File: config.mk
export PLATFORM = sky130hd
export DESIGN_NAME = process_engine
export DESIGN_NICKNAME = d
export VERILOG_FILES = /design/src/verilog/hash_pkg.sv /design/src/verilog/bucket_if.sv /design/src/verilog/process_engine.sv /design/src/verilog/update_writer.sv /design/src/verilog/slot_matcher.sv /design/src/verilog/context_delay.sv /design/src/verilog/bucket_ram.sv /design/src/verilog/bucket_arbiter.sv /design/src/verilog/request_stage.sv
export SDC_FILE = /design/constraint.sdc
export NUM_CORES = 2
export LEC_CHECK = 0
export ABC_CLOCK_PERIOD_IN_PS = 22100
export BUFFER_PORTS_ARGS = -buffer_cell sky130_fd_sc_hd__buf_4
export CAP_MARGIN = 20
export CORE_ASPECT_RATIO = 1.25
export CORE_MARGIN = 5
export CORE_UTILIZATION = 40
export CTS_BUF_LIST = sky130_fd_sc_hd__clkbuf_2
export DETAILED_ROUTE_END_ITERATION = 16
export PLACE_DENSITY = 0.54
export SETUP_SLACK_MARGIN = 0.02
export SYNTH_ARGS = -nofsm -noshare
export SYNTH_HDL_FRONTEND = slang
export SYNTH_HIERARCHICAL = 1
export SYNTH_SLANG_ARGS = --single-unit
File: constraint.sdc
create_clock -name clock -period 22.1 [get_ports clock]
set_input_delay 4.42 -clock clock [delete_from_list [all_inputs] [get_ports clock]]
set_output_delay 4.42 -clock clock [all_outputs]
set_load 0.05 [all_outputs]
File: src/verilog/hash_pkg.sv
// opcode and result enums, key/value widths, slot, line, context and result types
package hash_pkg;

  typedef enum logic [1:0] {
    op_nop,
    op_search,
    op_insert,
    op_delete
  } opcode_t;

  typedef enum logic [2:0] {
    res_miss,      // search or delete without a match
    res_found,
    res_inserted,  // insert took an empty slot
    res_updated,   // insert overwrote a matching slot
    res_full,
    res_deleted
  } rescode_t;

  localparam int KEY_WIDTH       = 16;
  localparam int VAL_WIDTH       = 16;
  localparam int NUM_SLOTS       = 4;
  localparam int SLOT_WIDTH      = KEY_WIDTH + VAL_WIDTH;
  localparam int LINE_WIDTH      = NUM_SLOTS * SLOT_WIDTH;
  localparam int SLOT_SEL_WIDTH  = $clog2(NUM_SLOTS);
  localparam int MAX_INDEX_WIDTH = 8;

  // key in the low bits of each slot
  typedef struct packed {
    logic [VAL_WIDTH-1:0] val;
    logic [KEY_WIDTH-1:0] key;
  } slot_t;

  typedef slot_t [NUM_SLOTS-1:0] line_t;  // slot 0 lowest

  typedef struct packed {
    opcode_t                    opcode;
    logic [KEY_WIDTH-1:0]       key;
    logic [VAL_WIDTH-1:0]       wr_data;
    logic [MAX_INDEX_WIDTH-1:0] index;  // upper bits zero
  } op_ctx_t;

  typedef struct packed {
    rescode_t             rescode;
    logic [VAL_WIDTH-1:0] val;
  } result_t;

endpackage
File: src/verilog/bucket_if.sv
// bucket memory access port with requester and memory modports
`timescale 1ns/1ps

interface bucket_if #(
  parameter int INDEX_WIDTH = 4
);

  logic                           req;
  logic                           write;    // low for a read
  logic                           grant;
  logic [INDEX_WIDTH-1:0]         index;
  hash_pkg::line_t                wr_line;
  logic [hash_pkg::NUM_SLOTS-1:0] slot_we;  // one bit per slot
  hash_pkg::line_t                rd_line;

  // access takes place when req and grant are both high
  modport requester (
    output req,
    output write,
    output index,
    output wr_line,
    output slot_we,
    input  grant,
    input  rd_line
  );

  modport memory (
    input  req,
    input  write,
    input  index,
    input  wr_line,
    input  slot_we,
    output grant,
    output rd_line
  );

endinterface

File: src/verilog/process_engine.sv
// hash table process engine top, lookup and update paths around one bucket memory
`timescale 1ns/1ps

module process_engine #(
  parameter int INDEX_WIDTH  = 4,
  parameter int READ_LATENCY = 2
) (
  input  logic                           clock,
  input  logic                           reset,
  input  logic                           input_valid,
  input  hash_pkg::opcode_t              opcode,
  input  logic [hash_pkg::KEY_WIDTH-1:0] key,
  input  logic [hash_pkg::VAL_WIDTH-1:0] wr_data,
  output logic                           stall,
  output logic                           output_valid,
  output logic [hash_pkg::VAL_WIDTH-1:0] val_out,
  output hash_pkg::rescode_t             rescode
);

  bucket_if #(.INDEX_WIDTH(INDEX_WIDTH)) lookup_port ();
  bucket_if #(.INDEX_WIDTH(INDEX_WIDTH)) update_port ();
  bucket_if #(.INDEX_WIDTH(INDEX_WIDTH)) ram_port ();

  logic                                issue_valid;
  hash_pkg::op_ctx_t                   issue_ctx;
  logic                                read_valid;
  hash_pkg::op_ctx_t                   read_ctx;
  logic                                match_valid;
  hash_pkg::op_ctx_t                   match_ctx;
  hash_pkg::rescode_t                  match_rescode;
  logic [hash_pkg::VAL_WIDTH-1:0]      match_val;
  logic [hash_pkg::SLOT_SEL_WIDTH-1:0] hit_slot;
  logic [hash_pkg::SLOT_SEL_WIDTH-1:0] free_slot;
  logic                                update_done;
  hash_pkg::result_t                   match_result;
  hash_pkg::result_t                   final_result;

  assign match_result = '{rescode: match_rescode, val: match_val};
  assign rescode      = final_result.rescode;
  assign val_out      = final_result.val;

  request_stage #(.INDEX_WIDTH(INDEX_WIDTH)) u_request_stage (
    .clock(clock), .reset(reset), .input_valid(input_valid), .opcode(opcode),
    .key(key), .wr_data(wr_data), .update_done(update_done), .stall(stall),
    .lookup_port(lookup_port.requester), .issue_valid(issue_valid), .issue_ctx(issue_ctx)
  );

  bucket_arbiter u_bucket_arbiter (
    .lookup_port(lookup_port.memory), .update_port(update_port.memory),
    .ram_port(ram_port.requester)
  );

  bucket_ram #(.INDEX_WIDTH(INDEX_WIDTH), .READ_LATENCY(READ_LATENCY)) u_bucket_ram (
    .clock(clock), .reset(reset), .ram_port(ram_port.memory)
  );

  // context rides beside the memory read
  context_delay #(.payload_t(hash_pkg::op_ctx_t), .DEPTH(READ_LATENCY)) u_read_delay (
    .clock(clock), .reset(reset), .in_valid(issue_valid), .in_data(issue_ctx),
    .out_valid(read_valid), .out_data(read_ctx)
  );

  slot_matcher u_slot_matcher (
    .clock(clock), .reset(reset), .in_valid(read_valid), .ctx(read_ctx),
    .line(lookup_port.rd_line), .out_valid(match_valid), .out_ctx(match_ctx),
    .rescode(match_rescode), .val_out(match_val), .hit_slot(hit_slot),
    .free_slot(free_slot), .free_found(), .line_out()
  );

  update_writer #(.INDEX_WIDTH(INDEX_WIDTH)) u_update_writer (
    .clock(clock), .reset(reset), .in_valid(match_valid), .ctx(match_ctx),
    .rescode(match_rescode), .hit_slot(hit_slot), .free_slot(free_slot),
    .update_port(update_port.requester), .update_done(update_done)
  );

  // results leave alongside the write request
  context_delay #(.payload_t(hash_pkg::result_t), .DEPTH(1)) u_output_delay (
    .clock(clock), .reset(reset), .in_valid(match_valid), .in_data(match_result),
    .out_valid(output_valid), .out_data(final_result)
  );

endmodule

File: src/verilog/update_writer.sv
// insert and delete write builder with slot enables and update completion
`timescale 1ns/1ps

module update_writer import hash_pkg::*; #(
  parameter int INDEX_WIDTH = 4
) (
  input  logic                      clock,
  input  logic                      reset,
  input  logic                      in_valid,
  input  op_ctx_t                   ctx,
  input  rescode_t                  rescode,
  input  logic [SLOT_SEL_WIDTH-1:0] hit_slot,
  input  logic [SLOT_SEL_WIDTH-1:0] free_slot,
  bucket_if.requester               update_port,
  output logic                      update_done
);

  logic                      wr_pending;
  logic                      done_only;
  logic [INDEX_WIDTH-1:0]    wr_index;
  line_t                     wr_line;
  logic [NUM_SLOTS-1:0]      wr_we;
  logic                      writes;
  logic                      is_update;
  logic                      granted;
  logic [SLOT_SEL_WIDTH-1:0] target;
  slot_t                     new_slot;

  assign is_update = (ctx.opcode == op_insert) || (ctx.opcode == op_delete);
  assign writes    = in_valid && (rescode inside {res_inserted, res_updated, res_deleted});
  assign target    = (rescode == res_inserted) ? free_slot : hit_slot;

  always_comb begin
    new_slot = '0;  // delete clears the slot
    if (rescode != res_deleted) begin
      new_slot.key = ctx.key;
      new_slot.val = ctx.wr_data;
    end
  end

  always_ff @(posedge clock) begin
    if (reset) begin
      wr_pending <= 1'b0;
      done_only  <= 1'b0;
    end else begin
      if (writes) begin
        wr_pending <= 1'b1;
      end else if (granted) begin
        wr_pending <= 1'b0;
      end
      done_only <= in_valid && is_update && !writes;  // full or miss, nothing to write
    end
  end

  always_ff @(posedge clock) begin
    if (writes) begin
      wr_index        <= ctx.index[INDEX_WIDTH-1:0];
      wr_line         <= {NUM_SLOTS{new_slot}};  // enables pick the slot
      wr_we           <= '0;
      wr_we[target]   <= 1'b1;
    end
  end

  assign update_port.req     = wr_pending;
  assign update_port.write   = 1'b1;
  assign update_port.index   = wr_index;
  assign update_port.wr_line = wr_line;
  assign update_port.slot_we = wr_we;

  assign granted     = update_port.req && update_port.grant;
  assign update_done = granted || done_only;

endmodule

File: src/verilog/slot_matcher.sv
// slot key compare, lowest hit and free slot search, result code
`timescale 1ns/1ps

module slot_matcher import hash_pkg::*; (
  input  logic                      clock,
  input  logic                      reset,
  input  logic                      in_valid,
  input  op_ctx_t                   ctx,
  input  line_t                     line,
  output logic                      out_valid,
  output op_ctx_t                   out_ctx,
  output rescode_t                  rescode,
  output logic [VAL_WIDTH-1:0]      val_out,
  output logic [SLOT_SEL_WIDTH-1:0] hit_slot,
  output logic [SLOT_SEL_WIDTH-1:0] free_slot,
  output logic                      free_found,
  output line_t                     line_out
);

  logic [SLOT_SEL_WIDTH-1:0] hit_idx;
  logic [SLOT_SEL_WIDTH-1:0] free_idx;
  logic                      any_hit;
  logic                      any_free;
  rescode_t                  code;

  // scan from the top so the lowest slot wins
  always_comb begin
    hit_idx  = '0;
    free_idx = '0;
    any_hit  = 1'b0;
    any_free = 1'b0;
    for (int s = NUM_SLOTS - 1; s >= 0; s--) begin
      if ((line[s].key == ctx.key) && (ctx.key != '0)) begin
        hit_idx = SLOT_SEL_WIDTH'(s);
        any_hit = 1'b1;
      end
      if (line[s].key == '0) begin  // zero key marks an empty slot
        free_idx = SLOT_SEL_WIDTH'(s);
        any_free = 1'b1;
      end
    end
  end

  always_comb begin
    case (ctx.opcode)
      op_search: code = any_hit ? res_found : res_miss;
      op_insert: code = any_hit ? res_updated : (any_free ? res_inserted : res_full);
      op_delete: code = any_hit ? res_deleted : res_miss;
      default:   code = res_miss;
    endcase
  end

  always_ff @(posedge clock) begin
    if (reset) begin
      out_valid <= 1'b0;
    end else begin
      out_valid <= in_valid;
    end
  end

  always_ff @(posedge clock) begin
    out_ctx    <= ctx;
    rescode    <= code;
    val_out    <= (code == res_found) ? line[hit_idx].val : '0;  // value only on a search hit
    hit_slot   <= hit_idx;
    free_slot  <= free_idx;
    free_found <= any_free;
    line_out   <= line;
  end

endmodule

File: src/verilog/context_delay.sv
// valid-qualified shift register for any payload type
`timescale 1ns/1ps

module context_delay #(
  parameter type payload_t = logic,
  parameter int  DEPTH     = 1
) (
  input  logic     clock,
  input  logic     reset,
  input  logic     in_valid,
  input  payload_t in_data,
  output logic     out_valid,
  output payload_t out_data
);

  logic [DEPTH-1:0] valid_sr;
  payload_t         data_sr [DEPTH];

  always_ff @(posedge clock) begin
    if (reset) begin
      valid_sr <= '0;
    end else begin
      valid_sr[0] <= in_valid;
      for (int i = 1; i < DEPTH; i++) begin
        valid_sr[i] <= valid_sr[i-1];
      end
    end
  end

  always_ff @(posedge clock) begin
    data_sr[0] <= in_data;
    for (int i = 1; i < DEPTH; i++) begin
      data_sr[i] <= data_sr[i-1];
    end
  end

  assign out_valid = valid_sr[DEPTH-1];
  assign out_data  = data_sr[DEPTH-1];

endmodule

File: src/verilog/bucket_ram.sv
// bucket line memory with per-slot write enables, reset sweep and read pipeline
`timescale 1ns/1ps

module bucket_ram import hash_pkg::*; #(
  parameter int INDEX_WIDTH  = 4,
  parameter int READ_LATENCY = 2
) (
  input  logic     clock,
  input  logic     reset,
  bucket_if.memory ram_port
);

  localparam int NUM_LINES = 2 ** INDEX_WIDTH;

  logic [LINE_WIDTH-1:0]  mem [NUM_LINES];
  line_t                  rd_pipe [READ_LATENCY];
  line_t                  cur_line;
  line_t                  merged_line;
  logic                   sweeping;
  logic [INDEX_WIDTH-1:0] sweep_index;
  logic                   access;

  assign ram_port.grant = ram_port.req && !sweeping;
  assign access         = ram_port.req && ram_port.grant;
  assign cur_line       = mem[ram_port.index];

  // keep the slots whose enable is low
  always_comb begin
    merged_line = cur_line;
    for (int s = 0; s < NUM_SLOTS; s++) begin
      if (ram_port.slot_we[s]) begin
        merged_line[s] = ram_port.wr_line[s];
      end
    end
  end

  always_ff @(posedge clock) begin
    if (reset) begin
      sweeping    <= 1'b1;
      sweep_index <= '0;
    end else if (sweeping) begin
      sweep_index <= sweep_index + 1'b1;
      if (&sweep_index) begin
        sweeping <= 1'b0;  // last line cleared
      end
    end
  end

  always_ff @(posedge clock) begin
    if (sweeping) begin
      mem[sweep_index] <= '0;
    end else if (access && ram_port.write) begin
      mem[ram_port.index] <= merged_line;
    end
    rd_pipe[0] <= cur_line;
    for (int i = 1; i < READ_LATENCY; i++) begin
      rd_pipe[i] <= rd_pipe[i-1];
    end
  end

  assign ram_port.rd_line = rd_pipe[READ_LATENCY-1];  // READ_LATENCY cycles after grant

endmodule

File: src/verilog/bucket_arbiter.sv
// fixed priority arbiter for the bucket memory, update writes ahead of lookup reads
`timescale 1ns/1ps

module bucket_arbiter (
  bucket_if.memory    lookup_port,
  bucket_if.memory    update_port,
  bucket_if.requester ram_port
);

  logic pick_update;

  assign pick_update = update_port.req;

  assign ram_port.req     = lookup_port.req || update_port.req;
  assign ram_port.write   = pick_update ? update_port.write   : lookup_port.write;
  assign ram_port.index   = pick_update ? update_port.index   : lookup_port.index;
  assign ram_port.wr_line = pick_update ? update_port.wr_line : lookup_port.wr_line;
  assign ram_port.slot_we = pick_update ? update_port.slot_we : lookup_port.slot_we;

  // lookup only gets the memory when no write is waiting
  assign update_port.grant = update_port.req && ram_port.grant;
  assign lookup_port.grant = lookup_port.req && !update_port.req && ram_port.grant;

  assign lookup_port.rd_line = ram_port.rd_line;
  assign update_port.rd_line = ram_port.rd_line;  // unused by the writer

endmodule

File: src/verilog/request_stage.sv
// operation intake, folding hash, bucket read request, pending update tracking and stall
`timescale 1ns/1ps

module request_stage import hash_pkg::*; #(
  parameter int INDEX_WIDTH = 4
) (
  input  logic                 clock,
  input  logic                 reset,
  input  logic                 input_valid,
  input  opcode_t              opcode,
  input  logic [KEY_WIDTH-1:0] key,
  input  logic [VAL_WIDTH-1:0] wr_data,
  input  logic                 update_done,
  output logic                 stall,
  bucket_if.requester          lookup_port,
  output logic                 issue_valid,
  output op_ctx_t              issue_ctx
);

  localparam int NUM_CHUNKS = (KEY_WIDTH + INDEX_WIDTH - 1) / INDEX_WIDTH;

  logic                   hold_valid;
  op_ctx_t                hold_ctx;
  logic                   hold_is_update;
  logic                   pending;
  logic [INDEX_WIDTH-1:0] pending_index;
  logic                   hazard;
  logic                   granted;
  logic                   accept;

  // xor of all INDEX_WIDTH-bit chunks of the key, top chunk zero padded
  function automatic logic [INDEX_WIDTH-1:0] fold_hash(input logic [KEY_WIDTH-1:0] k);
    logic [NUM_CHUNKS*INDEX_WIDTH-1:0] padded;
    logic [INDEX_WIDTH-1:0]            h;
    padded = '0;
    padded[KEY_WIDTH-1:0] = k;
    h = '0;
    for (int i = 0; i < NUM_CHUNKS; i++) begin
      h ^= padded[i*INDEX_WIDTH +: INDEX_WIDTH];
    end
    return h;
  endfunction

  assign hold_is_update = (hold_ctx.opcode == op_insert) || (hold_ctx.opcode == op_delete);

  // same bucket as the update in flight, or a second update
  assign hazard = pending &&
                  ((hold_ctx.index[INDEX_WIDTH-1:0] == pending_index) || hold_is_update);

  assign lookup_port.req     = hold_valid && !hazard;
  assign lookup_port.write   = 1'b0;  // read only
  assign lookup_port.index   = hold_ctx.index[INDEX_WIDTH-1:0];
  assign lookup_port.wr_line = '0;
  assign lookup_port.slot_we = '0;

  assign granted     = lookup_port.req && lookup_port.grant;
  assign stall       = hold_valid && !granted;
  assign accept      = input_valid && !stall;
  assign issue_valid = granted;
  assign issue_ctx   = hold_ctx;

  always_ff @(posedge clock) begin
    if (reset) begin
      hold_valid <= 1'b0;
      pending    <= 1'b0;
    end else begin
      if (accept) begin
        hold_valid <= (opcode != op_nop);  // nops drop out here
      end else if (granted) begin
        hold_valid <= 1'b0;
      end
      if (granted && hold_is_update) begin
        pending <= 1'b1;
      end else if (update_done) begin
        pending <= 1'b0;
      end
    end
  end

  always_ff @(posedge clock) begin
    if (accept) begin
      hold_ctx <= '{opcode:  opcode,
                    key:     key,
                    wr_data: wr_data,
                    index:   MAX_INDEX_WIDTH'(fold_hash(key))};
    end
    if (granted && hold_is_update) begin
      pending_index <= hold_ctx.index[INDEX_WIDTH-1:0];
    end
  end

endmodule

==> key figures <==
Placement
  – GP Congestion: ~0.77
  – Placed wire-length estimate: 129 mm
  – Placed cells: 7822
  – Port Buffer Count: between 50 and 60

Power
  – Combinational share of power: 8.1%
  – Leakage: around 40 nW
  – Clock group share of total power: 34.1%
  – Cell Pwr Density: just under 90 nW/µm²
  – Seq pwr share: a little under 60%
  – Switching share of power: 25.4%
  – Pint: 0.00703 W
  – Net Switching: roughly 0.0024 W
  – Worst IR Drop VDD: about 0.000033 V

CTS
  – Worst-path clk slew: ~0.12 ns
  – Clk_lat worst skew: about 1.8 ns
  – CTS tree: built
  – Post-CTS Repair Setup Buffers: 0
  – Clock Tree Buf Depth: 4
  – Root buffer cell: clkbuf_2
  – CTS sink count: ~2600
  – Clock buffer count from CTS: 616
  – H-tree levels: 6
  – PostCTS Resize Cnt: 0
  – CTS Hold Bufs: 0

Setup path
  – FF-to-FF path depth: 7
  – Crit path required time: around 18 ns
  – Crit path capture: stall
  – Worst r2r src: u_update_writer/update_port.req
  – CP Capture Type: output port
  – R2r setup slk: between 15 and 20 ns
  – Crit path DAT: 4.54 ns
  – Crit path kind: flop to output port
  – Crit Path Max Fanout: 4
  – Startpoint types: flop
  – Crit path from: u_request_stage/issue_ctx[1]
  – R2R Path End: u_bucket_ram/mem[14][55]

Timing
  – Fin. max-slew vios: 0
  – Fin crit period: 8.96 ns
  – Slew headroom: between 20% and 30%
  – Final setup viols: 0
  – Post-route setup TNS: 0 ns
  – Final Hold Fails: 0
  – Peak Freq: between 100 and 150 MHz
  – Slew of the pin with the lowest slew margin: approximately 1.1 ns
  – Clock skew: approximately 0.22 ns
  – RSZ-0062 raised after global routing: false
  – Period Utilization, post-route: approximately 40%

Route
  – DRT iter0 DRCs: ~4000
  – Residual DRC count: 0
  – Routed Antenna Nets: 0
  – Routed Wire Length: 254 mm
  – Wirelength per Cell: 28.3 µm
  – Pre-antenna DRT Iters: 5
  – Vias after detailed routing: roughly 48000
  – Vias per cell: around 5.3

Global routing
  – Total Routing Usage GR: around a fifth
  – First-pass GRT wire length: ~360 mm
  – Vias in the first global route: ~50000
  – Pin count of the biggest net entering global routing: 98
  – Initial antenna violation count: 12
  – GRT overflow: 0

Floorplan
  – Die H: between 500 and 600 µm
  – Cell Rows: just over 200
  – Die width: 456 µm
  – IO Count: 58
  – Initial Util: approximately 40%
  – Core area: about 250000 µm²
  – Full die area: 259000 µm²

Hold path
  – Min-delay worst type: flop to flop

Yosys
  – Mapped Avg Cell Area: approximately 20 µm²
  – Synthesized area: roughly 100000 µm²
  – Syn Inst Count: between 4000 and 5000
  – YS warnings: 6

Layout
  – Register Area: 72500 µm²
  – Fill count: 22100
  – Nets@finish: around 5200
  – Final std cells w/o fill: ~9000
  – Share of cells above drive strength 1: 33.7%
  – Layout area overhead: 6.76%
  – Area taken by multi-input logic gates: 22500 µm²
  – Fin util: between 40 and 50%

Status
  – Status: complete, no violations

Job
  – Max-cap violation count: 0
final cells by class:
cell class	instances	share of cell area, %
Sequential cell	2554	68.1
Multi-Input combinational cell	1775	21.1
Clock buffer	946	4.45
Tap cell	3312	3.89
Timing Repair Buffer	169	1.26
Clock inverter	164	1.09
Inverter	14	0.0635
Antenna cell	22	0.0517
placed cells by master, fill, tap and decap left out, types with 11 or more instances in the layout:
cell type	instances
and2_2	12
bufinv_16	18
and2_1	22
inv_2	12
clkinv_1	109
conb_1	134
nor2_1	34
mux2i_1	389
dfxtp_1	423
clkinv_2	11
nor2_4	16
nor4_1	27
a31o_1	110
mux2_2	49
o22ai_1	130
a21oi_1	19
mux4_2	508
nor2b_1	11
clkbuf_2	946
xor2_1	73
diode_2	22
mux2_4	97
edfxtp_1	2130
o21ai_0	15
inv_1	12
buf_4	163
routing by layer:
layer	track usage, %	share of wire [%]
met5	0	0
met4	5.83	2.3
met3	3.36	5.4
met2	32.7	51
met1	25.5	42
metrics by stage:
stage	instance area (µm²)	total power [W]	worst slack [ns]	hold slack, ns
6_report	106000	0.00942	13.14	0.249
3_5_place_dp	100000	0.00633	14.88	0.312
4_1_cts	106000	0.00956	12.86	0.262
5_1_grt	106000	0.00986	12.79	0.247
3_3_place_gp	100000	0.00633	14.85	0.310
2_1_floorplan	100000	0.00623	13.99	0.310
power groups by stage:
stage / Clock (W) / Sequential [W] / Combinational [W]
4_1_cts: 0.00333 / 0.00545 / 0.000775
3_3_place_gp: 0 / 0.00556 / 0.000772
3_5_place_dp: 0 / 0.00556 / 0.000772
2_1_floorplan: 0 / 0.00552 / 0.000717
5_1_grt: 0.00358 / 0.00547 / 0.000810
6_report: 0.00321 / 0.00545 / 0.000761
critical path, cell delays in order (launching register included):
cell	delay [ns]
edfxtp_1	0.46
xor2_1	0.20
o41ai_2	0.46
a21boi_0	0.18
or2_1	0.26
nor2b_1	0.14
and3b_1	0.23
nor2b_1	0.14
o41ai_1	0.14
and3_1	0.35
buf_4	0.23
flip-flops by register name (all words and copies together), names as in the netlist, 2 cells and up:
name / count
u_update_writer/update_port.index: 4
u_slot_matcher/out_ctx: 37
u_bucket_ram/sweep_index: 4
u_slot_matcher/free_slot: 2
u_bucket_ram/mem: 2048
u_bucket_ram/rd_pipe: 256
u_request_stage/issue_ctx: 38
u_slot_matcher/hit_slot: 2
u_request_stage/pending_index: 4
u_slot_matcher/rescode: 3
u_read_delay/data_sr: 76
u_update_writer/update_port.slot_we: 4
u_slot_matcher/val_out: 16
u_update_writer/update_port.wr_line: 32
u_read_delay/valid_sr: 2
u_output_delay/data_sr: 19
how the worst min path moves through the flow:
stage / start / end / slack [ns] / cells after the start
floorplan: u_bucket_ram/rd_pipe[0][0] / u_bucket_ram/rd_pipe[0][128] / 0.31 / 0
global placement: u_read_delay/data_sr[0][1] / u_read_delay/data_sr[0][43] / 0.31 / 0
detailed placement: u_bucket_ram/rd_pipe[0][118] / u_bucket_ram/rd_pipe[0][246] / 0.31 / 0
CTS: u_bucket_ram/rd_pipe[0][91] / u_bucket_ram/rd_pipe[0][219] / 0.26 / 0
global route: u_bucket_ram/rd_pipe[0][91] / u_bucket_ram/rd_pipe[0][219] / 0.25 / 0
finish: u_bucket_ram/rd_pipe[0][91] / u_bucket_ram/rd_pipe[0][219] / 0.25 / 0
Note: power is estimated with default switching activity, not from simulation.
